## src/design/exe_cfg.svh

```systemverilog
`ifndef EXE_CFG_SVH
`define EXE_CFG_SVH

// data word width in bits
`define XLEN 32

// one quotient bit per iteration
`define DIV_ITERS `XLEN

`endif

```

## src/design/data_pkg.sv

```systemverilog
`include "exe_cfg.svh"

package data_pkg;

	// one register value
	typedef logic [`XLEN-1:0] word_t;

	// HI in the upper word, LO in the lower
	typedef logic [2*`XLEN-1:0] dword_t;

	// shift amount field of the instruction
	typedef logic [4:0] shamt_t;

endpackage

```

## src/design/isa_pkg.sv

```systemverilog
package isa_pkg;

	// ALU control field, one code per instruction class
	typedef enum logic [7:0] {
		NOP = 8'h00,	// no operation

		// logic
		AND,
		OR,
		XOR,
		NOR,
		ANDI,
		ORI,
		XORI,
		LUI,

		// shifts
		SLL, SRL, SRA,
		SLLV, SRLV, SRAV,

		// HI/LO moves
		MFHI, MFLO, MTHI, MTLO,

		// arithmetic
		ADD, ADDU, SUB, SUBU, ADDI, ADDIU,
		SLT, SLTU, SLTI, SLTIU,
		MULT, MULTU, DIV, DIVU,

		// jumps and branches
		J, JR, JAL, JALR,
		BEQ, BNE, BGTZ, BLEZ,
		BLTZ, BGEZ, BLTZAL, BGEZAL,

		// loads and stores, address only
		LB, LBU, LH, LHU, LW,
		SB, SH, SW,

		// privileged
		MTC0, ERET
	} alu_op_t;

endpackage

```

## src/design/hilo_reg.sv

```systemverilog
module hilo_reg
	import data_pkg::*;
	import isa_pkg::*;
(
	input logic clk,
	input logic reset,
	input alu_op_t op,
	input logic stall,
	input logic flush,
	input dword_t wdata,
	output dword_t hilo
);
	logic hilo_op;	// op writes HI/LO
	logic wr_en;

	always_comb begin
		case (op)
			MULT, MULTU, DIV, DIVU, MTHI, MTLO: hilo_op = 1'b1;
			default: hilo_op = 1'b0;
		endcase
	end

	assign wr_en = hilo_op && !stall && !flush;

	always_ff @(posedge clk) begin
		if (reset)
			hilo <= '0;
		else if (wr_en)
			hilo <= wdata;
	end

endmodule

```

## config.mk

```make
export PLATFORM = sky130hd
export DESIGN_NAME = hilo_reg
export DESIGN_NICKNAME = d
export VERILOG_FILES = /design/src/design/data_pkg.sv /design/src/design/isa_pkg.sv /design/src/design/hilo_reg.sv
export VERILOG_INCLUDE_DIRS = /design/src /design/src/design
export SDC_FILE = /design/constraint.sdc
export NUM_CORES = 1
export LEC_CHECK = 0
export ABC_AREA = 1
export ABC_CLOCK_PERIOD_IN_PS = 1600
export BUFFER_PORTS_ARGS = -buffer_cell sky130_fd_sc_hd__buf_2
export CAP_MARGIN = 20
export CORE_MARGIN = 10
export CORE_UTILIZATION = 49
export DETAILED_ROUTE_END_ITERATION = 12
export GPL_TIMING_DRIVEN = 0
export PLACE_DENSITY_LB_ADDON = 0.15
export SETUP_SLACK_MARGIN = 0.15
export SYNTH_ARGS = -nofsm -noshare
export SYNTH_HDL_FRONTEND = slang
export SYNTH_SLANG_ARGS = --single-unit
export TNS_END_PERCENT = 100
```

## constraint.sdc

```tcl
create_clock -name clk -period 1.6 [get_ports clk]
set_clock_uncertainty 0.2 [all_clocks]
set_input_delay 0.08 -clock clk [delete_from_list [all_inputs] [get_ports clk]]
set_output_delay 0.08 -clock clk [all_outputs]
set_load 0.1 [all_outputs]
```

== Word-level counts from Yosys, hierarchy flattened ==
Index checks and enable logic that the tools add are counted.
Storage, ports and cells
  register bits: 64
  bits of input ports: 76
  output and inout port bits: 64
  word-level logic and storage cells: 13
Operators by class
  equality and inequality tests: 6
  muxes and demuxes: 1
  reduce and logical (&&, ||, !) cells: 5
Operators by type and width (number)
  == test 8 x 5 -> 1 bit (second input constant): 5
  == test 8 x 6 -> 1 bit (second input constant): 1
  OR reduction 6 bit: 1
  logical AND 1 bit: 2
  logical NOT 1 bit: 2
  2-to-1 mux 1 bit: 1

== Longest topological paths before layout ==
  depth in word-level cells: 5
  gate-level depth with buffers: 9
  depth with buffers taken out: 8

== Worst setup path before layout ==
No wires, ideal clock.
  path type: register to register
  start point: register, netlist name hilo[0]
  end point: register hilo[0]
  library setup time: 0.064 ns
  arrival: 1.206 ns
  required time: 1.336 ns
  path slack: 0.130 ns
  cell stages (with the launch flop): 5
  path buffers: 0
  clock period less this slack: 1.470 ns
  cell sequence: dfxtp_1 > inv_1 > nand2_1 > inv_1 > nor2_1
RTL lines
  to (signal assigned): RTL line hilo_reg.sv:29  | hilo <= wdata;
  to (decl): RTL line hilo_reg.sv:11  | output dword_t hilo

== Worst setup path in the final report ==
  start point: register hilo[41]
  end point: output port hilo[41]
No word-level cell between the ends.

==> impl_metrics.json <==
{
  "ys_seq_area_frac": 0.3706,
  "critPathArrivalTime_ns": 1.11,
  "syn_area_per_cell_um2": 6.108,
  "row_count": 30,
  "synth.net_count": 642,
  "chipHeight_um": 104.0,
  "path_class": "flip-flop to output port",
  "setup_viol": 0,
  "grt-ovfl-total": 0,
  "synthCells": 566,
  "crit_fanout": 2,
  "synth_area_leaders": "dfxtp_1, inv_1, nand2_1, nand4_1, nor2_1",
  "crit_path_end_kind": "output port",
  "clockBufferDepth": 2,
  "detail-route-antenna-nets": 0,
  "cts_tree": "done",
  "grt_max_degree": 11,
  "cpMaxStageDelayCell": "buf_2",
  "yosys_warnings": 0,
  "path_buf_inv": 1,
  "post_cts_buffers": 0,
  "core-area_um2": 6832,
  "grt_pass1_wl_mm": 17.96,
  "clk_pin_slew_ns": 0.06,
  "root_buffer": "clkbuf_8",
  "setup_tns_ns": 0,
  "fmax_mhz": 720.3,
  "synth_seq_cells": 64,
  "yosys.area.top_type_share": 0.3706,
  "async_flop_share": 0,
  "ios": 140,
  "gp_congestion": 0.7824,
  "max-vdd-ir-drop_mv": 0.4271,
  "clkLatencyLatePin_ns": 0.34,
  "largest_reg_flops": 64,
  "rsz0062_at_grt": "false",
  "h-tree-depth": 3,
  "grt_use_total": 0.1958,
  "placed_area_um2": 4353,
  "power_w": 0.003377,
  "dr.pass1.iters": 4,
  "layout.nets": 857,
  "drive_above_1_share": 0.3265,
  "numCtsBuffers": 9,
  "syn2layout_area_growth_pct": 49.58,
  "routed_via_density": 4.374,
  "setup_ws_ns": 0.2117,
  "grt_antenna_before_repair": 0,
  "synthDistinctLibCells": 14,
  "synth-edff-count": 0,
  "drcViolationCount": 0,
  "p_leak_nw": 3.030,
  "slowest_delay_ns": 0.43,
  "wl_per_cell_um": 12.30,
  "yosysMostFrequentCell": "inv_1",
  "final.fill_count": 536,
  "slew-limit-headroom": 0.6636,
  "worstMarginPinSlew_ns": 0.5080,
  "fin_area_um2": 5171,
  "finalWirelength_mm": 10.83,
  "final_core_util": 0.7570,
  "routed-via-count": 3849,
  "die_w_um": 104.0,
  "drtIter0Drc": 107,
  "dp_slack_ns": 0.1189,
  "die_area_um2": 10820,
  "cp_top_family": "buffers and inverters",
  "critPathRequiredTime_ns": 1.32,
  "worstPathCellList": "buf_2",
  "start_kind": "flip-flop",
  "grt_pass1_vias": 3820,
  "min_period_ns": 1.388,
  "pwr_density_cell_nw_per_um2": 653.0,
  "antenna_cells": 0,
  "hold_violations": 0,
  "status": "completed",
  "period_share": 0.8677,
  "synth_commonest_cells": "inv_1, nand2_1, nor2_1",
  "min_path_type": "primary input to flip-flop",
  "synth_top_area_cell": "dfxtp_1",
  "initial_core_util": 0.5060,
  "clock_sinks": 64,
  "numPortBuffers": 139,
  "synth-main-ff-cell": "dfxtp_1",
  "drv_cap": 0,
  "synthesis.area_um2": 3457,
  "hpwl_mm": 7.033,
  "drv_slew": 0
}
-- tightest hold or removal path: stages --
cell	delay (ns)
buf_2	0.11
nand3_1	0.08
nand2_2	0.07
nand3_4	0.15
nand2_1	0.07
inv_1	0.04
nor2_1	0.03
-- path summary, 6_finish.rpt --
kind / from / end / slack (ns) / cells past startpoint
max: hilo[41]$_SDFFE_PP0P_ / hilo[41] / 0.21 / 1
min: op[5] / hilo[52]$_SDFFE_PP0P_ / 0.13 / 7
max reg2reg: hilo[59]$_SDFFE_PP0P_ / hilo[59]$_SDFFE_PP0P_ / 0.75 / 4
min reg2reg: hilo[12]$_SDFFE_PP0P_ / hilo[12]$_SDFFE_PP0P_ / 0.30 / 4
-- cell families after synthesis --
logic type | Yosys count | synth area share
AND/OR/NAND/NOR | 272 | 0.3482
buffers and inverters | 230 | 0.2812
flip-flops | 64 | 0.3706
-- repair_timing --
action                                 CTS  global route
hold buffers                            65             0
endpoints found under the hold margin   64             0
gates resized for setup                  0             6
setup endpoints to repair                0            60
-- power breakdown --
group	internal (W)	switching (W)	total [W]
logic	0.000268	0.000321	0.000589
registers	0.00160	0.00000483	0.00161
clock network	0.000578	0.000602	0.00118
total	0.00245	0.000928	0.00338
-- area by class of cell --
| type | instances | area [um^2] | area share |
|---|---|---|---|
| plain buffers | 33 | 240.2 | 0.04646 |
| inverters | 197 | 739.5 | 0.1430 |
| flip-flops and latches | 64 | 1361 | 0.2632 |
| repair buffers | 204 | 1346 | 0.2603 |
| clock inverters | 4 | 22.52 | 0.004355 |
| clock buffers | 10 | 137.6 | 0.02662 |
| multi-input cells | 272 | 1204 | 0.2328 |
| well taps | 96 | 120.1 | 0.02323 |
-- layout by cell type (no fill, tap or decap) --
master,n
nand3_4,1
nand3_1,1
nand2_2,2
clkbuf_2,6
nand2_1,134
dlygate4sd3_1,65
clkinv_2,3
and2_1,1
clkbuf_8,10
nand4_1,64
inv_2,3
buf_6,6
dfxtp_2,64
clkinvlp_4,1
buf_2,145
nor2_1,69
inv_1,194
buf_4,15
-- routing by layer --
metal	wire, um	track usage	share of wire	vias to the layer above
li1	-	-	-	2038
met1	4562	0.2239	0.42	1691
met3	607	0.05204	0.056	12
met4	122	0.06362	0.011	0
met2	5535	0.3441	0.51	108
met5	0	0	0	-
-- metrics by stage --
| stage | instances | hold WS (ns) |
|---|---|---|
| 6_report | 880 | 0.1275 |
| 5_1_grt | 880 | 0.1790 |
| 4_1_cts | 880 | 0.1275 |
| 3_5_place_dp | 801 | 0.2075 |
| 3_3_place_gp | 801 | 0.1999 |
| 2_1_floorplan | 566 | 0.05628 |
No activity file was read; power rests on OpenSTA's default activity.
