[config.mk]
export PLATFORM = sky130hd
export DESIGN_NAME = div_flat
export DESIGN_NICKNAME = d
export VERILOG_FILES = /design/src/design/data_pkg.sv /design/src/design/div_if.sv /design/src/design/div.sv /design/src/flat_wrapper.sv
export VERILOG_INCLUDE_DIRS = /design/src /design/src/design
export SDC_FILE = /design/constraint.sdc
export NUM_CORES = 1
export LEC_CHECK = 0
export BUFFER_PORTS_ARGS = -buffer_cell sky130_fd_sc_hd__clkbuf_2
export CORE_ASPECT_RATIO = 0.7
export CORE_MARGIN = 2
export CORE_UTILIZATION = 35
export DETAILED_ROUTE_END_ITERATION = 6
export GPL_ROUTABILITY_DRIVEN = 0
export HOLD_SLACK_MARGIN = 0.05
export SYNTH_ARGS = -nofsm -noshare
export SYNTH_HDL_FRONTEND = slang
export SYNTH_SLANG_ARGS = --single-unit
[constraint.sdc]
create_clock -name clk -period 6.8 [get_ports clk]
set_clock_uncertainty 0.2 [all_clocks]
set_input_delay 0 -clock clk [delete_from_list [all_inputs] [get_ports clk]]
set_output_delay 0 -clock clk [all_outputs]
set_load 0.005 [all_outputs]
[src/design/exe_cfg.svh]
`ifndef EXE_CFG_SVH
`define EXE_CFG_SVH

// data word width in bits
`define XLEN 32

// one quotient bit per iteration
`define DIV_ITERS `XLEN

`endif

[src/design/data_pkg.sv]
`include "exe_cfg.svh"

package data_pkg;

	// one register value
	typedef logic [`XLEN-1:0] word_t;

	// HI in the upper word, LO in the lower
	typedef logic [2*`XLEN-1:0] dword_t;

	// shift amount field of the instruction
	typedef logic [4:0] shamt_t;

endpackage

[src/design/div_if.sv]
interface div_if
	import data_pkg::*;
();
	word_t a;	// dividend
	word_t b;	// divisor
	logic sign;	// signed divide
	logic opn_valid;
	logic res_ready;
	logic res_valid;
	dword_t result;	// remainder in HI, quotient in LO

	// requester side
	modport master (
		output a, b, sign, opn_valid, res_ready,
		input res_valid, result
	);

	// divider side
	modport slave (
		input a, b, sign, opn_valid, res_ready,
		output res_valid, result
	);

endinterface

[src/design/div.sv]
`include "exe_cfg.svh"

module div
	import data_pkg::*;
(
	input logic clk,
	input logic reset,
	div_if.slave dv
);
	localparam int unsigned ITERS = `DIV_ITERS;
	localparam int unsigned CNT_W = $clog2(ITERS);

	typedef enum logic [1:0] {
		IDLE,
		BUSY,
		DONE
	} div_state_t;

	div_state_t state;
	logic [CNT_W-1:0] cnt;	// iteration index
	word_t rem_q;	// partial remainder
	word_t quo_q;	// dividend bits out, quotient bits in
	word_t dsr_q;	// divisor magnitude
	logic neg_quo;
	logic neg_rem;

	logic a_neg;
	logic b_neg;
	word_t a_abs;
	word_t b_abs;
	logic [`XLEN:0] rem_shift;
	logic [`XLEN:0] rem_diff;
	word_t rem_nxt;
	word_t quo_nxt;
	logic last;

	assign a_neg = dv.sign && dv.a[`XLEN-1];
	assign b_neg = dv.sign && dv.b[`XLEN-1];
	assign a_abs = a_neg ? -dv.a : dv.a;
	assign b_abs = b_neg ? -dv.b : dv.b;
	assign last = (cnt == CNT_W'(ITERS - 1));

	// one restoring step
	always_comb begin
		rem_shift = {rem_q, quo_q[`XLEN-1]};
		rem_diff = rem_shift - {1'b0, dsr_q};
		if (rem_diff[`XLEN]) begin	// borrow, keep shifted value
			rem_nxt = rem_shift[`XLEN-1:0];
			quo_nxt = {quo_q[`XLEN-2:0], 1'b0};
		end else begin
			rem_nxt = rem_diff[`XLEN-1:0];
			quo_nxt = {quo_q[`XLEN-2:0], 1'b1};
		end
	end

	always_ff @(posedge clk) begin
		if (reset) begin
			state <= IDLE;
			cnt <= '0;
		end else begin
			case (state)
				IDLE: begin
					if (dv.opn_valid) begin
						state <= BUSY;
						cnt <= '0;
					end
				end
				BUSY: begin
					cnt <= cnt + 1'b1;
					if (last)
						state <= DONE;
				end
				DONE: begin
					if (dv.res_ready)	// result taken
						state <= IDLE;
				end
				default: state <= IDLE;
			endcase
		end
	end

	always_ff @(posedge clk) begin
		if (state == IDLE && dv.opn_valid) begin
			rem_q <= '0;
			quo_q <= a_abs;
			dsr_q <= b_abs;
			neg_quo <= a_neg ^ b_neg;
			neg_rem <= a_neg;	// remainder follows the dividend
		end else if (state == BUSY) begin
			if (last) begin
				quo_q <= neg_quo ? -quo_nxt : quo_nxt;
				rem_q <= neg_rem ? -rem_nxt : rem_nxt;
			end else begin
				quo_q <= quo_nxt;
				rem_q <= rem_nxt;
			end
		end
	end

	assign dv.res_valid = (state == DONE);
	assign dv.result = {rem_q, quo_q};

endmodule

[src/flat_wrapper.sv]
// flat-port wrapper written by rule: the top's interface ports become plain ports
module div_flat import data_pkg::*;
  (clk, reset, dv_a, dv_b, dv_sign, dv_opn_valid, dv_res_ready, dv_res_valid, dv_result);
  div_if dv_i ();
  input logic clk;
  input logic reset;
  input wire logic [$bits(dv_i.a)-1:0] dv_a;
  input wire logic [$bits(dv_i.b)-1:0] dv_b;
  input wire logic [$bits(dv_i.sign)-1:0] dv_sign;
  input wire logic [$bits(dv_i.opn_valid)-1:0] dv_opn_valid;
  input wire logic [$bits(dv_i.res_ready)-1:0] dv_res_ready;
  output wire logic [$bits(dv_i.res_valid)-1:0] dv_res_valid;
  output wire logic [$bits(dv_i.result)-1:0] dv_result;
  assign dv_i.a = dv_a;
  assign dv_i.b = dv_b;
  assign dv_i.sign = dv_sign;
  assign dv_i.opn_valid = dv_opn_valid;
  assign dv_i.res_ready = dv_res_ready;
  assign dv_res_valid = dv_i.res_valid;
  assign dv_result = dv_i.result;
  div u_core (.clk(clk), .reset(reset), .dv(dv_i));
endmodule
### Word level (Yosys, flattened, before mapping)

Cells that the tools add are included.
W data, S select, Z words.

* memory bits (read-only): 0
* bits in latches: 0
* memories kept: 0
* RAM bits: 0
* register bits after elaboration: 105
* output and inout port bits: 65

* shifts and indexed selects: 0
* div/mod/pow operators: 0
* multiplexer cells: 16
* reductions and logical operators: 8
* $add $sub $neg: 6
* bitwise logic cells: 1
* equal/unequal tests: 6
* multipliers: 0
* $lt $le $gt $ge: 0

Operators by type and width (number)
* $mux W32: 9
* $neg A32 Y32: 4
* $sub A33 B32 Y33: 1
* $pmux W5 S2: 1
* $mux W2: 3
* $pmux W2 S3: 1
* $add A5 B1 Y5 const B: 1
* $eq A5 B5 Y1 const B: 1
* $mux W5: 1
* $ne A2 B2 Y1 const B: 2
* $reduce_bool A2 Y1: 2
* $logic_and A1 B1 Y1: 3
* $reduce_and A3 Y1: 1
* $eq A2 B1 Y1 const B: 1
* $eq A2 B2 Y1 const B: 1
* $logic_not A2 Y1: 1
* $ne A2 B1 Y1 const B: 1
* $reduce_and A2 Y1: 1
* $mux W1: 1
* $xor A1 B1 Y1: 1

### Longest topological paths before layout

Gate-level depths: netlist of run 1.

* depth in word-level cells: 7
* gate-level depth with buffers: 26
* depth with buffers taken out: 22

### Worst setup path before layout of run 1

Ideal clock, no wire load.

* path type: register to register
* start: register u_core.rem_q[16]
* end: register u_core.rem_q[28]
* data required time: 6.526 ns
* path buffers: 4
* stages on the path, launching flop included: 25
* arrival: 4.943 ns
* path slack: 1.583 ns
* clock period less this slack: 5.217 ns
* cell sequence: dfxtp_1 ha_1 a21oi_1 o21ai_2 a221o_1 a2111oi_2 mux2i_1 and2_1 buf_6 inv_4 buf_2 buf_2 buf_2 nor2_1 a21oi_1 ha_1 nand2_1 nor4_1 nand2_1 a2111oi_0 a31o_2 a21boi_0 a41oi_1 xor2_1 o21ai_0

* longest elaborated chain between the ends: 5

Ends and longest elaborated chain
* from (decl): RTL line div.sv:21 `word_t rem_q;`
* from (signal assigned): RTL line div.sv:92 `rem_q <= neg_rem ? -rem_nxt : rem_nxt;`
* from (signal assigned): RTL line div.sv:95 `rem_q <= rem_nxt;`
* $sub A33 B32 Y33: RTL line div.sv:46 `rem_diff = rem_shift - {1'b0, dsr_q};`
* $mux W32 (*): RTL line div.sv:47 `` if (rem_diff[`XLEN]) begin ``
* $neg A32 Y32: RTL line div.sv:92
* $mux W32: RTL line div.sv:92
* $mux W32 (*): RTL line div.sv:90 `if (last) begin`

Every way passes the cells marked *; elsewhere a longest branch is shown, timed or not.
A chain may end at the register's enable or synchronous reset.

### Final worst setup path of run 1

* start: register u_core.dsr_q[20]
* end: register u_core.rem_q[28]

* longest elaborated chain between the ends: 5

Ends and longest elaborated chain
* from (decl): RTL line div.sv:23 `word_t dsr_q;`
* from (signal assigned): RTL line div.sv:86 `dsr_q <= b_abs;`
* $sub A33 B32 Y33 (*): RTL line div.sv:46
* $mux W32 (*): RTL line div.sv:47
* $neg A32 Y32: RTL line div.sv:92
* $mux W32: RTL line div.sv:92
* $mux W32 (*): RTL line div.sv:90

Marks and branches as above.

==> results of run 1 <==
==> worst reg2reg max path, cell delays in order (launching register included) <==
cell and delay [ns]:
edfxtp_1 0.34, inv_1 0.05, ha_1 0.47, nand4_1 0.25, nor3_2 0.46, nand3_1 0.13
o211ai_1 0.24, mux2i_1 0.82, and2_2 0.32, inv_4 0.06, a21oi_1 0.20, ha_1 0.31
nand2_1 0.13, nor4_1 0.28, nand2_1 0.12, a2111oi_0 0.42, a31o_2 0.19, a21boi_0 0.42
a41oi_1 0.20, xor2_1 0.18, o21ai_0 0.15
==> final cells by class <==
class / instances / area (um2)
fill: 2548 / 14400
multi-input combinational: 921 / 5960
sequential: 105 / 2760
timing repair buffer: 238 / 1690
tap: 331 / 414
clock buffer: 11 / 243
inverter: 53 / 201
clock inverter: 5 / 37.5
==> synth_stat cells (all sizes together) (4+ instances only) <==
library cell    n
buf            14
nand2b          9
o211a           4
or3            18
mux2i          21
and2           13
dfxtp          39
nor4           16
nor2           94
nor2b          11
a21oi         101
a2111oi        10
clkbuf         32
xnor2          77
nor3           30
xor2           61
and3            9
o211ai          7
edfxtp         66
a41oi           7
nand4           9
a31oi           7
o41ai          11
o21a            8
o21ai          97
or4            11
ha             38
nand3          26
inv            53
nand3b          5
o31ai          22
a211oi         14
nand2         130
a21o           13
==> layer usage <==
| layer | vias to the layer above | track usage [%] | routed length [um] |
|---|---|---|---|
| li1 | 4521 | - | - |
| met1 | 4373 | 34.0 | 15200 |
| met2 | 366 | 30.3 | 12000 |
| met3 | 22 | 5.45 | 2770 |
| met4 | 2 | 4.63 | 360 |
| met5 | - | 1.41 | 50 |
==> power breakdown <==
part           internal (mW)  leakage [nW]  switching [mW]
clock                  0.262         0.135           0.264
combinational          0.213          3.35           0.295
sequential             0.743         0.958          0.0493
total                   1.22          4.44           0.608
==> repair_timing <==
item,in CTS,in global routing
hold endpoints to repair,72,0
resized for setup,0,0
hold buffers,95,0
==> cell families after synthesis <==
kind of cell             count (synthesis)  synth area share, %
buffers and inverters                   99                 4.55
AO/OA/AOI/OAI                          331                 23.6
flip-flops                             105                 30.3
XOR/XNOR                               138                 13.2
multiplexers                            21                 2.30
AND/OR/NAND/NOR                        392                 20.7
adder cells (fa/ha/maj)                 39                 5.43
==> through the flow <==
stage	area (um2)	total power [mW]	util (%)
after global placement	10100	1.25	39.2
after floorplan	9130	1.07	-
after global routing	11300	1.92	44.0
after CTS	11300	1.83	44.0
after detailed placement	10100	1.25	39.2
final	11300	1.83	44.0
==> sequential cells by signal, indices dropped and copies added (netlist names) <==
name	count
u_core.cnt	5
u_core.dsr_q	32
u_core.neg_quo	1
u_core.neg_rem	1
u_core.quo_q	32
u_core.rem_q	32
u_core.state	2
==> final timing paths <==
kind | start | to | depth (start not counted)
worst max-delay path | u_core.dsr_q[20]$_DFFE_PP_ | u_core.rem_q[28]$_SDFFE_PP0P_ | 20
worst min register to register | u_core.cnt[4]$_SDFFE_PP0P_ | u_core.cnt[4]$_SDFFE_PP0P_ | 2
worst min-delay path | dv_opn_valid | u_core.cnt[4]$_SDFFE_PP0P_ | 5
worst max register to register | u_core.dsr_q[20]$_DFFE_PP_ | u_core.rem_q[28]$_SDFFE_PP0P_ | 20
==> reports/metrics.cfg, run 1 <==
[placement]
post-place-ws_ns = 0.991
hpwl_mm = 22.8
port_buffers = 133
dp.cells = 1553

[synthesis]
yosysUniqueCellTypes = 76
avgSynthCellArea_um2 = 8.12
synth-seq-area-share_pct = 30.3
synth-edff-count = 66
synth_area_leader_cell = edfxtp_1
ys_ff_latch = 105
syn-num-nets = 1233
ys_warn_count = 0
synth_area_um2 = 9130
ys.flop_type = edfxtp_1
yosys-top-cells-area = edfxtp_1 22%, dfxtp_1 8.6%, xnor2_1 7.4%, xor2_1 5.9%, a21oi_1 5.4%
netlist_instances = 1125
synth_top_area_share_pct = 21.7
async_flop_share_pct = 0

[floorplan]
initial_core_util_pct = 35.5
fp.dieH_um = 139
die_area_um2 = 27400
rows = 49
io_pins = 134
core_area_um2 = 25700
fp.dieW_um = 197

[outcome]
status = completed

[timing]
fin_crit_sh_pct = 87.8
slew_headroom_pct = 19.2
finalMaxSlewViolations = 0
setup_slack_ns = 0.831
tns_ns = 0
tightest_slew_ns = 1.20
finalHoldWorstSlack_ns = 0.0730
fmax_ghz = 0.168
period_needed_ns = 5.97
rsz0062_at_grt = false
hold_viol_final = 0
setup_viol = 0

[clocking]
cts_buffers = 9
cts_setup_buffers = 0
clock-sinks = 105
cts_tree = built
cts.clk_slew.worst_paths_ns = 0.08
clk_path_buf_depth = 2
clkLatencyLatePin_ns = 0.37
htree_num_levels = 3
root_buffer = clkbuf_16

[cells_and_area]
syn_to_final_growth_pct = 23.8
n_antenna_cell = 0
drive_gt1_share_pct = 13.7
layout.cells.most_common = clkbuf_2
fin_nets = 1436
layout_common_cells = 133 x clkbuf_2, 130 x nand2_1, 98 x a21oi_1
final_cells = 1664

[global_route]
antenna_found_initial = 1
grt_pass1_wl_mm = 47.3
grt-ovfl-total = 0
grt_max_degree = 81
grt_pass1_vias = 8376
track_usage_pct = 22.0

[pwr]
p_leak_nw = 4.44
ir_drop_v = 0.000130
powerDensity_nw_per_um2 = 162

[routing]
drc = 0
firstDrtPassIters = 5
drt-total-wl_mm = 30.4
antenna_left = 0
initialDrtViolationCount = 833
vias_per_cell = 5.58
wl_per_cell_um = 18.3
vias = 9284

[worst_setup_path]
path_cells = inv_1, ha_1, nand4_1, nor3_2, nand3_1, o211ai_1, mux2i_1, and2_2, inv_4, a21oi_1, ha_1, nand2_1, nor4_1, nand2_1, a2111oi_0, a31o_2, a21boi_0, a41oi_1, xor2_1, o21ai_0
rrSetupSlack_ns = 0.83
cp_num_buf_inv = 2
path_max_fanout = 10
crit_required_ns = 6.90
cp_top_family = compound AO/OA/AOI/OAI gates
worstSetupPathType = reg2reg
worst_setup_path_end_kind = flop
worstPathArrival_ns = 6.07
startpoint_type = flop
cpPeakStageDelay_ns = 0.82
cp_slowest_cell = mux2i_1

[min_path]
hold_class = in2reg

[flow_run]
maxCapViolCount = 0

Power figures use the tool's default switching activity.
==> run 2: changes to the inputs <==
Settings changed: ABC_AREA from default to 1.
==> reports/metrics.cfg, run 2 <==
[synthesis]
synth_compound_area_share_pct = 9.87
syn-num-nets = 1872
synth_most_common_cell = nand2_1
synth_top_area_share_pct = 21.9
synth-seq-area-share_pct = 26.2
netlist_instances = 1764
async_flop_share_pct = 0
synth_area_leader_cell = nand2_1
synthXorXnorAreaFrac_pct = 4.15
ys_ff_latch = 105
ys.flop_type = edfxtp_1
ys_warn_count = 0
avgSynthCellArea_um2 = 5.98
synth-edff-count = 66
yosysUniqueCellTypes = 53
yosys.area_share.simple_pct = 42.7
synthAdderAreaFrac_pct = 4.70
synth_area_um2 = 10600
synthMuxAreaShare_pct = 0
synth_commonest_cells = 615 x nand2_1, 292 x inv_1, 175 x nor2_1
synth_top_family_by_area = simple AND/OR/NAND/NOR gates
yosys-top-cells-area = nand2_1 22%, edfxtp_1 19%, inv_1 10%, dfxtp_1 7.4%, nor2_1 6.2%

[clocking]
clk_path_buf_depth = 2
cts_setup_buffers = 0
root_buffer = clkbuf_16
clkLatencyLatePin_ns = 0.39
cts.clk_slew.worst_paths_ns = 0.08
post_cts_resized = 0
clock-sinks = 105
cts_buffers = 9
holdBufCountCts = 86
cts_tree = built
htree_num_levels = 3

[cells_and_area]
largestRegisters = u_core.dsr_q (32), u_core.quo_q (32), u_core.rem_q (32)
fin_nets = 2070
drive_gt1_share_pct = 11.2
layout_common_cells = 615 x nand2_1, 291 x inv_1, 174 x nor2_1
seq_area_um2 = 2760
layout.cells.most_common = nand2_1
n_fill_cell = 3221
syn_to_final_growth_pct = 20.6
multi_input_area_um2 = 6480

[routing]
vias_per_cell = 5.01
drt-total-wl_mm = 37.5
drc = 0
initialDrtViolationCount = 1150
firstDrtPassIters = 5
vias = 11800
wl_per_cell_um = 15.9
antenna_left = 0

[timing]
tightest_slew_ns = 1.15
finalMaxSlewViolations = 0
tns_ns = 0
slew_headroom_pct = 23.3
period_needed_ns = 4.75
fin_crit_sh_pct = 69.9
hold_viol_final = 0
setup_viol = 0
fmax_ghz = 0.210
rsz0062_at_grt = false

[min_path]
hp-start = dv_opn_valid
hold_class = in2reg

[pwr]
power_mw = 4.56
p_leak_nw = 6.76
ir_drop_v = 0.000163
powerDensity_nw_per_um2 = 358

[global_route]
track_usage_pct = 23.7
grt_max_degree = 69
antenna_found_initial = 2
grt_pass1_vias = 10400
grt_pass1_wl_mm = 57.4
grt-ovfl-total = 0

[worst_setup_path]
critPathLaunch = u_core.quo_q[31]$_DFFE_PP_
startpoint_type = flop
path_max_fanout = 46
crit_required_ns = 6.73
reg2reg_from = u_core.quo_q[31]$_DFFE_PP_
worstPathArrival_ns = 4.69
worstSetupPathType = reg2reg
worst_setup_path_end_kind = flop

[outcome]
status = completed

[floorplan]
core_area_um2 = 29800
rows = 53
fp.dieW_um = 212
fp.dieH_um = 149
io_pins = 134
initial_core_util_pct = 35.4
die_area_um2 = 31600

[placement]
port_buffers = 133
hpwl_mm = 29.4

[flow_run]
maxCapViolCount = 0

[run 2: changes by cell type in the layout (fill, tap and decap cells not counted), moves of 21 or more]
cell,previous run,this run
nand2_1,130,615
inv_1,51,291
nand3_1,26,129
nor2_1,93,174
xnor2_1,77,14
a21oi_1,98,60
nand2_2,0,27
xor2_1,61,36
mux2i_1,21,0
[run 2: worst paths after layout]
kind | cells after the start | slack, ns | end
worst max-delay path | 24 | 2.05 | u_core.quo_q[30]$_DFFE_PP_
worst min-delay path | 5 | 0.14 | u_core.quo_q[19]$_DFFE_PP_
worst max register to register | 24 | 2.05 | u_core.quo_q[30]$_DFFE_PP_
worst min register to register | 2 | 0.28 | u_core.cnt[4]$_SDFFE_PP0P_
[run 2: cell families after synthesis]
group	count (synthesis)
buffers and inverters	334
flip-flops	105
AND/OR/NAND/NOR	1049
XOR/XNOR	50
AO/OA/AOI/OAI	187
adder cells (fa/ha/maj)	39
[run 2: per-layer routing]
metal  wire (um)  global-route usage, %
met5           0                      0
met4         490                   4.44
met3        3570                   5.56
met2       15000                   33.5
met1       18400                   36.2
[run 2: layout make-up]
| type | instances | area share [%] |
|---|---|---|
| diodes | 2 | 0.0393 |
| clock buffers | 9 | 1.77 |
| clock inverters | 7 | 0.649 |
| inverters | 297 | 8.76 |
| multi-input cells | 1325 | 51.0 |
| flip-flops and latches | 105 | 21.7 |
| well taps | 385 | 3.79 |
| repair buffers | 224 | 12.3 |
[run 2: metrics by stage]
step / hold WS, ns / instance area (um2) / std cells / utilization [%] / setup WS [ns]
finish: 0.138 / 12700 / 2354 / 42.6 / 2.05
global placement: 0.0363 / 11500 / 2250 / 38.7 / 2.32
floorplan: -0.131 / 10600 / 1764 / - / 2.92
CTS: 0.126 / 12700 / 2352 / 42.6 / 2.10
detailed placement: 0.0432 / 11500 / 2250 / 38.7 / 2.17
global route: 0.153 / 12700 / 2352 / 42.6 / 1.65
[run 2: report_power, final]
part | total (mW) | switching, mW | internal, mW
Combinational | 2.98 | 2.00 | 0.986
Clock | 0.582 | 0.288 | 0.294
Sequential | 0.993 | 0.174 | 0.819
[run 2: critical path: stages, from the launching register on]
cell      delay, ns
edfxtp_1       0.36
inv_1          0.06
ha_1           0.22
fa_1           0.43
inv_1          0.11
nand2_1        0.05
nand2_1        0.08
nand3_1        0.09
nand2_2        0.13
nand2_2        0.07
nand2_2        0.09
nand2_4        0.08
nand2_4        0.09
nand2_4        0.13
nand2_8        0.30
ha_1           0.28
nand2_1        0.09
nor4_1         0.53
nand4_1        0.28
nand2_1        0.16
nand2_1        0.12
nor2_1         0.17
o21ai_0        0.15
nor2_1         0.12
o21ai_0        0.09
